==> config.mk <==
export PLATFORM = sky130hd
export DESIGN_NAME = mem_stage_top
export DESIGN_NICKNAME = d
export VERILOG_FILES = /design/src/source/mem_pkg.sv /design/src/source/mem_stage_top.sv /design/src/source/byte_ram.sv /design/src/source/load_result_assembler.sv /design/src/source/mem_byte_sequencer.sv /design/src/source/mem_access_decode.sv
export SDC_FILE = /design/constraint.sdc
export NUM_CORES = 2
export LEC_CHECK = 0
export ABC_AREA = 1
export ABC_CLOCK_PERIOD_IN_PS = 13200
export BUFFER_PORTS_ARGS = -buffer_cell sky130_fd_sc_hd__clkbuf_2
export CAP_MARGIN = 10
export CORE_MARGIN = 4
export CORE_UTILIZATION = 45
export CTS_BUF_LIST = sky130_fd_sc_hd__clkbuf_16
export DETAILED_ROUTE_END_ITERATION = 10
export PLACE_DENSITY = 0.6
export SLEW_MARGIN = 20
export SYNTH_ARGS = -nofsm -noshare
export SYNTH_HDL_FRONTEND = slang
export SYNTH_SLANG_ARGS = --single-unit
==> constraint.sdc <==
create_clock -name clk -period 13.2 [get_ports clk]
set_input_delay 1.98 -clock clk [delete_from_list [all_inputs] [get_ports clk]]
set_output_delay 1.98 -clock clk [all_outputs]
set_load 0.01 [all_outputs]
==> src/source/mem_pkg.sv <==
`default_nettype none

package mem_pkg;

    localparam int REG_W      = 32;
    localparam int REG_ADDR_W = 5;
    localparam int RAM_ADDR_W = 8;   // 256 bytes
    localparam int BYTE_IDX_W = 2;

    typedef enum logic [7:0] {
        EXE_NOP_OP = 8'h00,
        EXE_ADD_OP = 8'h01,  // any non-memory op
        EXE_LB_OP  = 8'h10,
        EXE_LH_OP  = 8'h11,
        EXE_LW_OP  = 8'h12,
        EXE_LBU_OP = 8'h13,
        EXE_LHU_OP = 8'h14,
        EXE_SB_OP  = 8'h18,
        EXE_SH_OP  = 8'h19,
        EXE_SW_OP  = 8'h1a
    } alu_op_e;

    typedef enum logic [1:0] {
        MEM_BYTE = 2'd0,
        MEM_HALF = 2'd1,
        MEM_WORD = 2'd2
    } mem_size_e;

    typedef enum logic [1:0] {
        S_IDLE        = 2'd0,
        S_BUS_REQ     = 2'd1,
        S_BUS_RELEASE = 2'd2,
        S_OP_ACK      = 2'd3
    } seq_state_e;

endpackage

`default_nettype wire
==> src/source/mem_stage_top.sv <==
`timescale 1ns/1ps
`default_nettype none

module mem_stage_top (
    input  wire                                clk,
    input  wire                                rst,
    input  wire                                op_req_i,
    input  wire mem_pkg::alu_op_e              aluop_i,
    input  wire [mem_pkg::RAM_ADDR_W-1:0]      addr_i,
    input  wire [mem_pkg::REG_W-1:0]           store_data_i,
    input  wire [mem_pkg::REG_W-1:0]           wdata_i,
    input  wire [mem_pkg::REG_ADDR_W-1:0]      rd_i,
    input  wire                                wreg_i,
    output logic                               op_ack_o,
    output logic [mem_pkg::REG_W-1:0]          wdata_o,
    output logic [mem_pkg::REG_ADDR_W-1:0]     rd_o,
    output logic                               wreg_o
);

    logic                              is_load;
    logic                              is_store;
    logic                              sign_ext;
    mem_pkg::mem_size_e                size;
    logic                              op_start;
    logic                              op_done;
    logic                              bus_req;
    logic                              bus_we;
    logic                              bus_ack;
    logic [mem_pkg::RAM_ADDR_W-1:0]    bus_addr;
    logic [7:0]                        bus_wdata;
    logic [7:0]                        bus_rdata;
    logic                              byte_valid;
    logic [mem_pkg::BYTE_IDX_W-1:0]    byte_idx;

    mem_access_decode u_decode (
        .aluop_i    (aluop_i),
        .is_load_o  (is_load),
        .is_store_o (is_store),
        .sign_ext_o (sign_ext),
        .size_o     (size)
    );

    mem_byte_sequencer u_seq (
        .clk          (clk),
        .rst          (rst),
        .op_req_i     (op_req_i),
        .is_load_i    (is_load),
        .is_store_i   (is_store),
        .size_i       (size),
        .addr_i       (addr_i),
        .store_data_i (store_data_i),
        .bus_ack_i    (bus_ack),
        .op_ack_o     (op_ack_o),
        .op_start_o   (op_start),
        .op_done_o    (op_done),
        .bus_req_o    (bus_req),
        .bus_we_o     (bus_we),
        .bus_addr_o   (bus_addr),
        .bus_wdata_o  (bus_wdata),
        .byte_valid_o (byte_valid),
        .byte_idx_o   (byte_idx)
    );

    load_result_assembler u_asm (
        .clk          (clk),
        .rst          (rst),
        .op_start_i   (op_start),
        .op_done_i    (op_done),
        .byte_valid_i (byte_valid),
        .byte_idx_i   (byte_idx),
        .byte_data_i  (bus_rdata),
        .is_load_i    (is_load),
        .sign_ext_i   (sign_ext),
        .size_i       (size),
        .wdata_i      (wdata_i),
        .rd_i         (rd_i),
        .wreg_i       (wreg_i & ~is_store),  // stores never write rd
        .wdata_o      (wdata_o),
        .rd_o         (rd_o),
        .wreg_o       (wreg_o)
    );

    byte_ram u_ram (
        .clk         (clk),
        .rst         (rst),
        .bus_req_i   (bus_req),
        .bus_we_i    (bus_we),
        .bus_addr_i  (bus_addr),
        .bus_wdata_i (bus_wdata),
        .bus_ack_o   (bus_ack),
        .bus_rdata_o (bus_rdata)
    );

endmodule

`default_nettype wire

==> src/source/byte_ram.sv <==
`timescale 1ns/1ps
`default_nettype none

module byte_ram (
    input  wire                              clk,
    input  wire                              rst,
    input  wire                              bus_req_i,
    input  wire                              bus_we_i,
    input  wire [mem_pkg::RAM_ADDR_W-1:0]    bus_addr_i,
    input  wire [7:0]                        bus_wdata_i,
    output logic                             bus_ack_o,
    output logic [7:0]                       bus_rdata_o
);

    localparam int DEPTH = 1 << mem_pkg::RAM_ADDR_W;

    logic [7:0] mem [DEPTH];

    logic start;

    assign start = bus_req_i && !bus_ack_o;  // new request this cycle

    always_ff @(posedge clk) begin
        if (start) begin
            if (bus_we_i) begin
                mem[bus_addr_i] <= bus_wdata_i;
            end else begin
                bus_rdata_o <= mem[bus_addr_i];
            end
        end
    end

    always_ff @(posedge clk) begin
        if (rst) begin
            bus_ack_o <= 1'b0;
        end else if (start) begin
            bus_ack_o <= 1'b1;
        end else if (!bus_req_i) begin
            bus_ack_o <= 1'b0;
        end
    end

endmodule

`default_nettype wire

==> src/source/load_result_assembler.sv <==
`timescale 1ns/1ps
`default_nettype none

module load_result_assembler (
    input  wire                                clk,
    input  wire                                rst,
    input  wire                                op_start_i,
    input  wire                                op_done_i,
    input  wire                                byte_valid_i,
    input  wire [mem_pkg::BYTE_IDX_W-1:0]      byte_idx_i,
    input  wire [7:0]                          byte_data_i,
    input  wire                                is_load_i,
    input  wire                                sign_ext_i,
    input  wire mem_pkg::mem_size_e            size_i,
    input  wire [mem_pkg::REG_W-1:0]           wdata_i,
    input  wire [mem_pkg::REG_ADDR_W-1:0]      rd_i,
    input  wire                                wreg_i,
    output logic [mem_pkg::REG_W-1:0]          wdata_o,
    output logic [mem_pkg::REG_ADDR_W-1:0]     rd_o,
    output logic                               wreg_o
);

    logic [mem_pkg::REG_W-1:0]       collect_q;
    logic [mem_pkg::REG_W-1:0]       wdata_q;
    logic [mem_pkg::REG_W-1:0]       load_val;
    logic [mem_pkg::REG_ADDR_W-1:0]  rd_q;
    logic                            sign_q;
    logic                            load_q;
    logic                            wreg_q;
    mem_pkg::mem_size_e              size_q;

    always_comb begin
        case (size_q)
            mem_pkg::MEM_BYTE:
                load_val = {{(mem_pkg::REG_W-8){sign_q & collect_q[7]}}, collect_q[7:0]};
            mem_pkg::MEM_HALF:
                load_val = {{(mem_pkg::REG_W-16){sign_q & collect_q[15]}}, collect_q[15:0]};
            default:
                load_val = collect_q;
        endcase
    end

    always_ff @(posedge clk) begin
        if (op_start_i) begin
            collect_q <= '0;
            wdata_q   <= wdata_i;
            rd_q      <= rd_i;
            sign_q    <= sign_ext_i;
            size_q    <= size_i;
        end else if (byte_valid_i) begin
            collect_q[{byte_idx_i, 3'b000} +: 8] <= byte_data_i;  // little-endian lane
        end
        if (op_done_i) begin
            wdata_o <= load_q ? load_val : wdata_q;
            rd_o    <= rd_q;
        end
    end

    always_ff @(posedge clk) begin
        if (rst) begin
            load_q <= 1'b0;
            wreg_q <= 1'b0;
            wreg_o <= 1'b0;
        end else begin
            if (op_start_i) begin
                load_q <= is_load_i;
                wreg_q <= wreg_i;  // already gated off for stores
            end
            if (op_done_i) begin
                wreg_o <= wreg_q;
            end
        end
    end

endmodule

`default_nettype wire

==> src/source/mem_byte_sequencer.sv <==
`timescale 1ns/1ps
`default_nettype none

module mem_byte_sequencer (
    input  wire                                clk,
    input  wire                                rst,
    input  wire                                op_req_i,
    input  wire                                is_load_i,
    input  wire                                is_store_i,
    input  wire mem_pkg::mem_size_e            size_i,
    input  wire [mem_pkg::RAM_ADDR_W-1:0]      addr_i,
    input  wire [mem_pkg::REG_W-1:0]           store_data_i,
    input  wire                                bus_ack_i,
    output logic                               op_ack_o,
    output logic                               op_start_o,
    output logic                               op_done_o,
    output logic                               bus_req_o,
    output logic                               bus_we_o,
    output logic [mem_pkg::RAM_ADDR_W-1:0]     bus_addr_o,
    output logic [7:0]                         bus_wdata_o,
    output logic                               byte_valid_o,
    output logic [mem_pkg::BYTE_IDX_W-1:0]     byte_idx_o
);

    mem_pkg::seq_state_e                 state;
    logic                                load_q;
    logic [mem_pkg::RAM_ADDR_W-1:0]      addr_q;
    logic [mem_pkg::REG_W-1:0]           store_q;
    logic [mem_pkg::BYTE_IDX_W-1:0]      last_idx_q;

    assign bus_addr_o  = addr_q + mem_pkg::RAM_ADDR_W'(byte_idx_o);  // wraps in ram depth
    assign bus_wdata_o = store_q[{byte_idx_o, 3'b000} +: 8];

    // operation payload, taken when a request is accepted
    always_ff @(posedge clk) begin
        if (state == mem_pkg::S_IDLE && op_req_i) begin
            addr_q  <= addr_i;
            store_q <= store_data_i;
            case (size_i)
                mem_pkg::MEM_BYTE: last_idx_q <= 2'd0;
                mem_pkg::MEM_HALF: last_idx_q <= 2'd1;
                default:           last_idx_q <= 2'd3;
            endcase
        end
    end

    always_ff @(posedge clk) begin
        if (rst) begin
            state        <= mem_pkg::S_IDLE;
            op_ack_o     <= 1'b0;
            op_start_o   <= 1'b0;
            op_done_o    <= 1'b0;
            bus_req_o    <= 1'b0;
            bus_we_o     <= 1'b0;
            load_q       <= 1'b0;
            byte_valid_o <= 1'b0;
            byte_idx_o   <= '0;
        end else begin
            op_start_o   <= 1'b0;
            byte_valid_o <= 1'b0;
            case (state)
                mem_pkg::S_IDLE: begin
                    if (op_req_i) begin
                        op_start_o <= 1'b1;
                        byte_idx_o <= '0;
                        bus_we_o   <= is_store_i;
                        load_q     <= is_load_i;
                        if (is_load_i || is_store_i) begin
                            bus_req_o <= 1'b1;
                            state     <= mem_pkg::S_BUS_REQ;
                        end else begin
                            state <= mem_pkg::S_OP_ACK;
                        end
                    end
                end
                mem_pkg::S_BUS_REQ: begin
                    if (bus_ack_i) begin
                        bus_req_o    <= 1'b0;
                        byte_valid_o <= load_q;  // rdata still valid next cycle
                        state        <= mem_pkg::S_BUS_RELEASE;
                    end
                end
                mem_pkg::S_BUS_RELEASE: begin
                    if (!bus_ack_i) begin
                        if (byte_idx_o == last_idx_q) begin
                            state <= mem_pkg::S_OP_ACK;
                        end else begin
                            byte_idx_o <= byte_idx_o + 1'b1;
                            bus_req_o  <= 1'b1;
                            state      <= mem_pkg::S_BUS_REQ;
                        end
                    end
                end
                mem_pkg::S_OP_ACK: begin
                    // done first, ack once the assembler has registered
                    op_done_o <= !op_ack_o && !op_done_o;
                    if (op_done_o) begin
                        op_ack_o <= 1'b1;
                    end else if (op_ack_o && !op_req_i) begin
                        op_ack_o <= 1'b0;
                        state    <= mem_pkg::S_IDLE;
                    end
                end
                default: state <= mem_pkg::S_IDLE;
            endcase
        end
    end

endmodule

`default_nettype wire

==> src/source/mem_access_decode.sv <==
`timescale 1ns/1ps
`default_nettype none

module mem_access_decode (
    input  wire mem_pkg::alu_op_e   aluop_i,
    output logic                    is_load_o,
    output logic                    is_store_o,
    output logic                    sign_ext_o,
    output mem_pkg::mem_size_e      size_o
);

    always_comb begin
        is_load_o  = 1'b0;
        is_store_o = 1'b0;
        sign_ext_o = 1'b0;
        size_o     = mem_pkg::MEM_WORD;
        case (aluop_i)
            mem_pkg::EXE_LB_OP: begin
                is_load_o  = 1'b1;
                sign_ext_o = 1'b1;
                size_o     = mem_pkg::MEM_BYTE;
            end
            mem_pkg::EXE_LH_OP: begin
                is_load_o  = 1'b1;
                sign_ext_o = 1'b1;
                size_o     = mem_pkg::MEM_HALF;
            end
            mem_pkg::EXE_LW_OP: begin
                is_load_o = 1'b1;
            end
            mem_pkg::EXE_LBU_OP: begin
                is_load_o = 1'b1;
                size_o    = mem_pkg::MEM_BYTE;
            end
            mem_pkg::EXE_LHU_OP: begin
                is_load_o = 1'b1;
                size_o    = mem_pkg::MEM_HALF;
            end
            mem_pkg::EXE_SB_OP: begin
                is_store_o = 1'b1;
                size_o     = mem_pkg::MEM_BYTE;
            end
            mem_pkg::EXE_SH_OP: begin
                is_store_o = 1'b1;
                size_o     = mem_pkg::MEM_HALF;
            end
            mem_pkg::EXE_SW_OP: begin
                is_store_o = 1'b1;
            end
            default: ;  // alu ops pass through untouched
        endcase
    end

endmodule

`default_nettype wire

======== Word level (Yosys, flattened, before mapping) ========
Memories as Yosys holds them, arrays and structs flattened. A register that Yosys moved wholly into a read port is not among the register bits.
Cells that the tools add are included.
cells by class
  equality and inequality tests ........... 22
  reductions and logical operators ........ 28
  add/subtract/negate cells ............... 3
  shifts and indexed selects .............. 3
  multiplexer cells ....................... 34
  bitwise operators ....................... 8
operators with widths
  operator                                                                number
  8-bit by 5-bit equality test with 1-bit output, second input constant   8
  32-bit case mux with 2 select lines                                     1
  32-bit bitwise mux                                                      1
  32-bit two-way mux                                                      1
  8-bit by 7-bit variable shift with 32-bit output, first input constant  1
  32-bit by 6-bit variable part select with 8-bit output                  1
  8-bit by 7-bit variable part select with 32-bit output                  1
  2-bit two-way mux                                                       10
  1-bit two-way mux                                                       16
  2-bit case mux with 2 select lines                                      3
  3-bit OR reduction                                                      4
  2-bit != test, second input constant                                    5
  8-bit by 2-bit adder with 8-bit output                                  1
  2-bit case mux with 4 select lines                                      1
  5-bit negation with 7-bit output                                        1
  2-bit by 1-bit equality test with 1-bit output, second input constant   3
  2-bit zero test                                                         3
  2-bit by 1-bit != test with 1-bit output, second input constant         3
  2-bit AND reduction                                                     3
  6-bit AND reduction                                                     1
  1-bit inverter                                                          5
  5-bit AND reduction                                                     1
  5-bit OR reduction                                                      1
  2-bit equality test, second input constant                              2
  other kinds (11)                                                        21
word-level totals
  output and inout port bits .............. 39
  flip-flop bits (word level) ............. 166
  memories kept ........................... 1
  bits in writable memories ............... 2048
memories
  memory     depth  width  read ports  clocked after memory_dff  wr ports  RTL line        RTL
  u_ram.mem  256    8      1           1                         1         byte_ram.sv:17  logic [7:0] mem [DEPTH];

======== Depth between registers and ports, before layout ========
  depth after elaboration ................. 7
  mapped depth ............................ 17
  gate-level depth less buffers ........... 16

======== Cells and area by module ========
From an unflattened synthesis, not the netlist that was laid out.
unflattened totals
  cell total of the unflattened synthesis .. 8633
  area total of the unflattened synthesis .. 91627.9 um^2
modules (own cells, without submodules)
  module                 times used  area an instance (um^2)  cells an instance
  byte_ram               1           84797.6                  7989
  load_result_assembler  1           4400.5                   403
  mem_byte_sequencer     1           2228.4                   201
  mem_access_decode      1           191.4                    38
  mem_stage_top          1           10.0                     2

======== Least setup slack after synthesis ========
Ideal clock, no wire load.
  path type ............................... reg-to-reg
  start point ............................. register u_seq.byte_idx_o[0] (netlist name)
  end point ............................... memory u_ram.mem[0][0], data pin
  stages on the path, launching flop included .. 5
  data required time ...................... 11614 ps
  setup time .............................. 1586 ps
  arrival time ............................ 7967 ps
  path buffers ............................ 2
  clock period less this slack ............ 9553 ps
  slack ................................... 3647 ps
  path through ............................ dfxtp_1 clkbuf_1 clkbuf_1 nor2_1 o22ai_1
on the way
  word-level cells in the longest chain between the ends .. 1
ends and longest elaborated chain
  element                                                 RTL line                  RTL
  start, declared                                         mem_byte_sequencer.sv:22  output logic [mem_pkg::BYTE_IDX_W-1:0] byte_idx_o
  start signal, assigned                                  mem_byte_sequencer.sv:88  byte_idx_o <= byte_idx_o + 1'b1;
  32-bit by 6-bit variable part select with 8-bit output  mem_byte_sequencer.sv:32  assign bus_wdata_o = store_q[{byte_idx_o, 3'b000} +: 8];
  net bus_wdata[0]                                        mem_stage_top.sv:30       logic [7:0] bus_wdata;
  end, declared                                           byte_ram.sv:17
The timed path passes the listed nets, and every way through them passes these cells.

======== Final worst setup path ========
  start point ............................. register u_seq.byte_idx_o[0] (netlist name)
  end point ............................... register u_ram.bus_rdata_o[4] (read register of u_ram.mem), data pin
on the way
  word-level cells in the longest chain between the ends .. 1
ends and longest elaborated chain
  element                                 RTL line                  RTL
  8-bit by 2-bit adder with 8-bit output  mem_byte_sequencer.sv:31  assign bus_addr_o = addr_q + mem_pkg::RAM_ADDR_W'(byte_idx_o);
  end, declared                           byte_ram.sv:12            output logic [7:0] bus_rdata_o
Every way passes these cells.
A chain may end at the register's enable or synchronous reset.

==> impl_results.md <==
- Run status: finished clean
- Leakage component of the power: 35.6 nW
- Initial antenna violation count: 3
- TritonCTS Buffers: 221
- Post-synth top area cell: sky130_fd_sc_hd__edfxtp_1
- Multi-input gate area: 0.0198 mm2
- Portion of the clock cycle consumed by the worst path in the final layout: 45.7%
- Post-synthesis async set-or-reset flop share: 0%
- Worst path arrival time: 6760 ps
- Share of post-route cells with drive strength above 1: 7.70%
- # IOs: 128
- Fillers: 17000
- Sequential cell area: 0.0663 mm2
- Max-slew headroom at the worst pin: 9.51%
- Mean instance size in the synthesized netlist: 11.9 um2
- P per Cell Area: 252 mW/mm2
- Flop-to-flop setup slack: 7170 ps
- Count of flip-flops with a built-in enable after synthesis: 2175
- Via count of the first global-routing pass: 56000
- Max clock buf depth: 3
- Routed wire length: 264 mm
- Die area: 0.205 mm2
- Worst setup endpoint: u_ram.bus_rdata_o[4]
- Register clock-pin slew on the reported worst setup and hold paths: 60 ps
- Layout Area Growth over Synthesis: 11.1%
- Final Total Pwr: 25.0 mW
- Die outline height: 453 um
- Count of synthesis-stage warnings from yosys: 0
- Number of max-cap violations: 0
- Clk_lat worst skew: 870 ps
- Cell variety after synth: 43
- Synth Net Count: 7587
- Setup clock skew after layout: 43.9 ps
- Maximum number of pins on one net before global-route repair: 183
- Topmost layer with routed signal wires: met5
- Routed metal-1 wire length: 106 mm
- Clock root cell: sky130_fd_sc_hd__clkbuf_16
- Final HPWL DP: 148 mm
- Post-Route Hold Slack: 413 ps
- Number of nets still failing antenna checks after routing: 0
- Terminus of the critical flop-to-flop path: u_ram.bus_rdata_o[4]
- Netlist area before placement: 0.0890 mm2
- Number of gates given a new drive strength after cts: 0
- Number of buffer cells added on primary ports: 127
- Net count of the finished layout: 7621
- Crit. End Element: register
- Vias: 58700
- Synthesized instance count: 7486
- Fraction of post-synthesis cell area in the top cell type by area: 73.4%
- WL per Instance: 25.6 um
- H-tree depth reported by CTS: 4
- Min-Delay Path Class: register to register
- Worst Path Required: 13940 ps
- Setup Crit Path Kind: register to register
- DRT iter0 DRCs: 7300
- Number of rows created at floorplan: 162
- Worst Slack Setup Final: 7170 ps
- DR vias/cell: 5.68
- Worst hold stages: 0
- Start point of the critical path: u_seq.byte_idx_o[0]
- Wire length on met3: 27.7 mm
- Area of the core: 0.196 mm2
- Register area share after synthesis: 74.4%
- Sinks on Clock Net: 2222
- Yosys reg bits: 2222
- Global-route wire length before repair: 384 mm
- FF-to-FF Start: u_seq.byte_idx_o[0]
- TritonRoute pass-1 iters: 6
- Post-layout utilization of the core: 50.5%
- Endpoints failing setup: 0
- GP Congestion: 0.874
- GR Overflow Total: 0
- Hold bufs inserted after CTS: 0
- Slew at the pin closest to its max-slew limit: 1360 ps
- Length in cells of the worst reg-to-reg path: 17
- Kind of start point of the critical path: register
- Remaining DRCs: 0
- DR WL met2: 120 mm
- Upper clock frequency limit: 0.166 GHz
- Count of final hold-check violations: 0
- Top cells by area in the synthesized netlist: sky130_fd_sc_hd__edfxtp_1 (73%), sky130_fd_sc_hd__nand2_1 (11%), sky130_fd_sc_hd__nand3_1 (2.7%), sky130_fd_sc_hd__nor2_1 (2.6%), sky130_fd_sc_hd__nand4_1 (2.2%)
- Max IR drop VDD: 0.251 mV
- Final Max Slew Viols: 0
- Initial core utilization: 45.5%
- Maximum fanout count along the critical path: 70
- Number of post-CTS setup repair buffers: 0
- Setup repair after global routing missed its margin: false
- Post-Place Worst Slack: 7260 ps
- All-layer global routing usage: 25.3%
- CTS tree: done
- Final-layout setup total negative slack: 0 ps
- Clock period minus worst slack: 6030 ps
- DIE WIDTH: 453 um
- Most instantiated flip-flop cell in the synthesis netlist: sky130_fd_sc_hd__edfxtp_1
[cells in the mapped netlist (16+ instances only)]
cell,count
sky130_fd_sc_hd__nand2_1,2577
sky130_fd_sc_hd__edfxtp_1,2175
sky130_fd_sc_hd__nor2_1,607
sky130_fd_sc_hd__nand3_1,484
sky130_fd_sc_hd__inv_1,324
sky130_fd_sc_hd__nand4_1,316
sky130_fd_sc_hd__a21oi_1,276
sky130_fd_sc_hd__buf_2,248
sky130_fd_sc_hd__clkbuf_1,125
sky130_fd_sc_hd__a22oi_1,101
sky130_fd_sc_hd__dfxtp_1,47
sky130_fd_sc_hd__o21ai_0,44
sky130_fd_sc_hd__inv_2,27
sky130_fd_sc_hd__buf_1,18
sky130_fd_sc_hd__o22ai_1,16
[power breakdown]
| group | switching, mW | total [mW] | leakage, nW | internal (mW) |
|---|---|---|---|---|
| Combinational | 7.57 | 9.49 | 12.1 | 1.92 |
| Sequential | 0.0799 | 9.51 | 19.9 | 9.43 |
| Clock | 2.66 | 5.97 | 3.55 | 3.31 |
| Total | 10.3 | 25.0 | 35.6 | 14.7 |
[area by class of cell]
class	instances	share of cell area, %
multi-input combinational	4506	20.0
tap	2624	3.32
inverter	354	1.37
clock inverter	187	1.27
sequential	2222	67.0
timing repair buffer	215	1.44
antenna	3	0.00759
clock buffer	222	5.62
[routing by layer]
metal / track usage [%] / up-vias
met3: 5.56 / 494
met2: 39.1 / 3200
met4: 9.24 / 2
met1: 35.3 / 29000
li1: - / 26000
met5: 0 / -
[critical path: stages (launching register included)]
cell	delay, ps
sky130_fd_sc_hd__dfxtp_1	300
sky130_fd_sc_hd__buf_4	220
sky130_fd_sc_hd__ha_4	210
sky130_fd_sc_hd__fa_4	930
sky130_fd_sc_hd__inv_8	240
sky130_fd_sc_hd__nor2_4	880
sky130_fd_sc_hd__buf_4	900
sky130_fd_sc_hd__buf_4	720
sky130_fd_sc_hd__a21oi_1	160
sky130_fd_sc_hd__nand3_1	140
sky130_fd_sc_hd__nand3_1	110
sky130_fd_sc_hd__nand2_1	170
sky130_fd_sc_hd__nand2_1	130
sky130_fd_sc_hd__nand2_1	180
sky130_fd_sc_hd__nand2_1	70
sky130_fd_sc_hd__nand3_1	210
sky130_fd_sc_hd__nor2_1	110
sky130_fd_sc_hd__nand2_1	70
[state kept, by name, summed over array words and instances, names as in the netlist, 2 cells and up]
name	cells
u_ram.mem	2048
u_asm.collect_q	32
u_asm.wdata_o	32
u_asm.wdata_q	32
u_seq.store_q	32
u_ram.bus_rdata_o	8
u_seq.addr_q	8
u_asm.rd_o	5
u_asm.rd_q	5
u_asm.size_q	2
u_seq.byte_idx_o	2
u_seq.last_idx_q	2
u_seq.state	2
[placed cells by master, fill, tap and decap left out, drive strengths merged, types with 47 or more instances in the layout]
cell    synthesis  routed
a22oi         101     101
inv           352     417
clkbuf        125     349
clkinv          2     108
o21ai          52      52
nand2        2593    2593
dfxtp          47      47
nand4         316     316
a21oi         276     276
buf           279      88
nor2          623     623
edfxtp       2175    2175
nand3         486     486
[cells by family (layout without fill, tap and decap cells)]
kind of cell             count (synthesis)  count (layout)  share of synthesized area [%]
flip-flops                            2222            2222                           74.4
XOR/XNOR                                 5               5                         0.0787
adder cells (fa/ha/maj)                 12              12                          0.177
multiplexers                             8               8                          0.101
other                                    0               3                              0
buffers and inverters                  758             978                           3.61
AND/OR/NAND/NOR                       4030            4030                           18.7
AO/OA/AOI/OAI                          451             451                           2.86
[worst min path at each step]
stage                       start       endpoint
floorplan           u_asm.rd_q[0]  u_asm.rd_o[0]
global placement    u_asm.rd_q[1]  u_asm.rd_o[1]
detailed placement  u_asm.rd_q[0]  u_asm.rd_o[0]
CTS                 u_asm.rd_q[0]  u_asm.rd_o[0]
global route        u_asm.rd_q[3]  u_asm.rd_o[3]
finish              u_asm.rd_q[3]  u_asm.rd_o[3]
[through the flow]
| step | area [um2] | cells |
|---|---|---|
| final | 98900 | 10300 |
| after global placement | 92100 | 9921 |
| after global routing | 98900 | 10300 |
| after detailed placement | 92100 | 9921 |
| after floorplan | 89000 | 7486 |
| after CTS | 98900 | 10300 |
No activity file was read; power rests on OpenSTA's default activity.
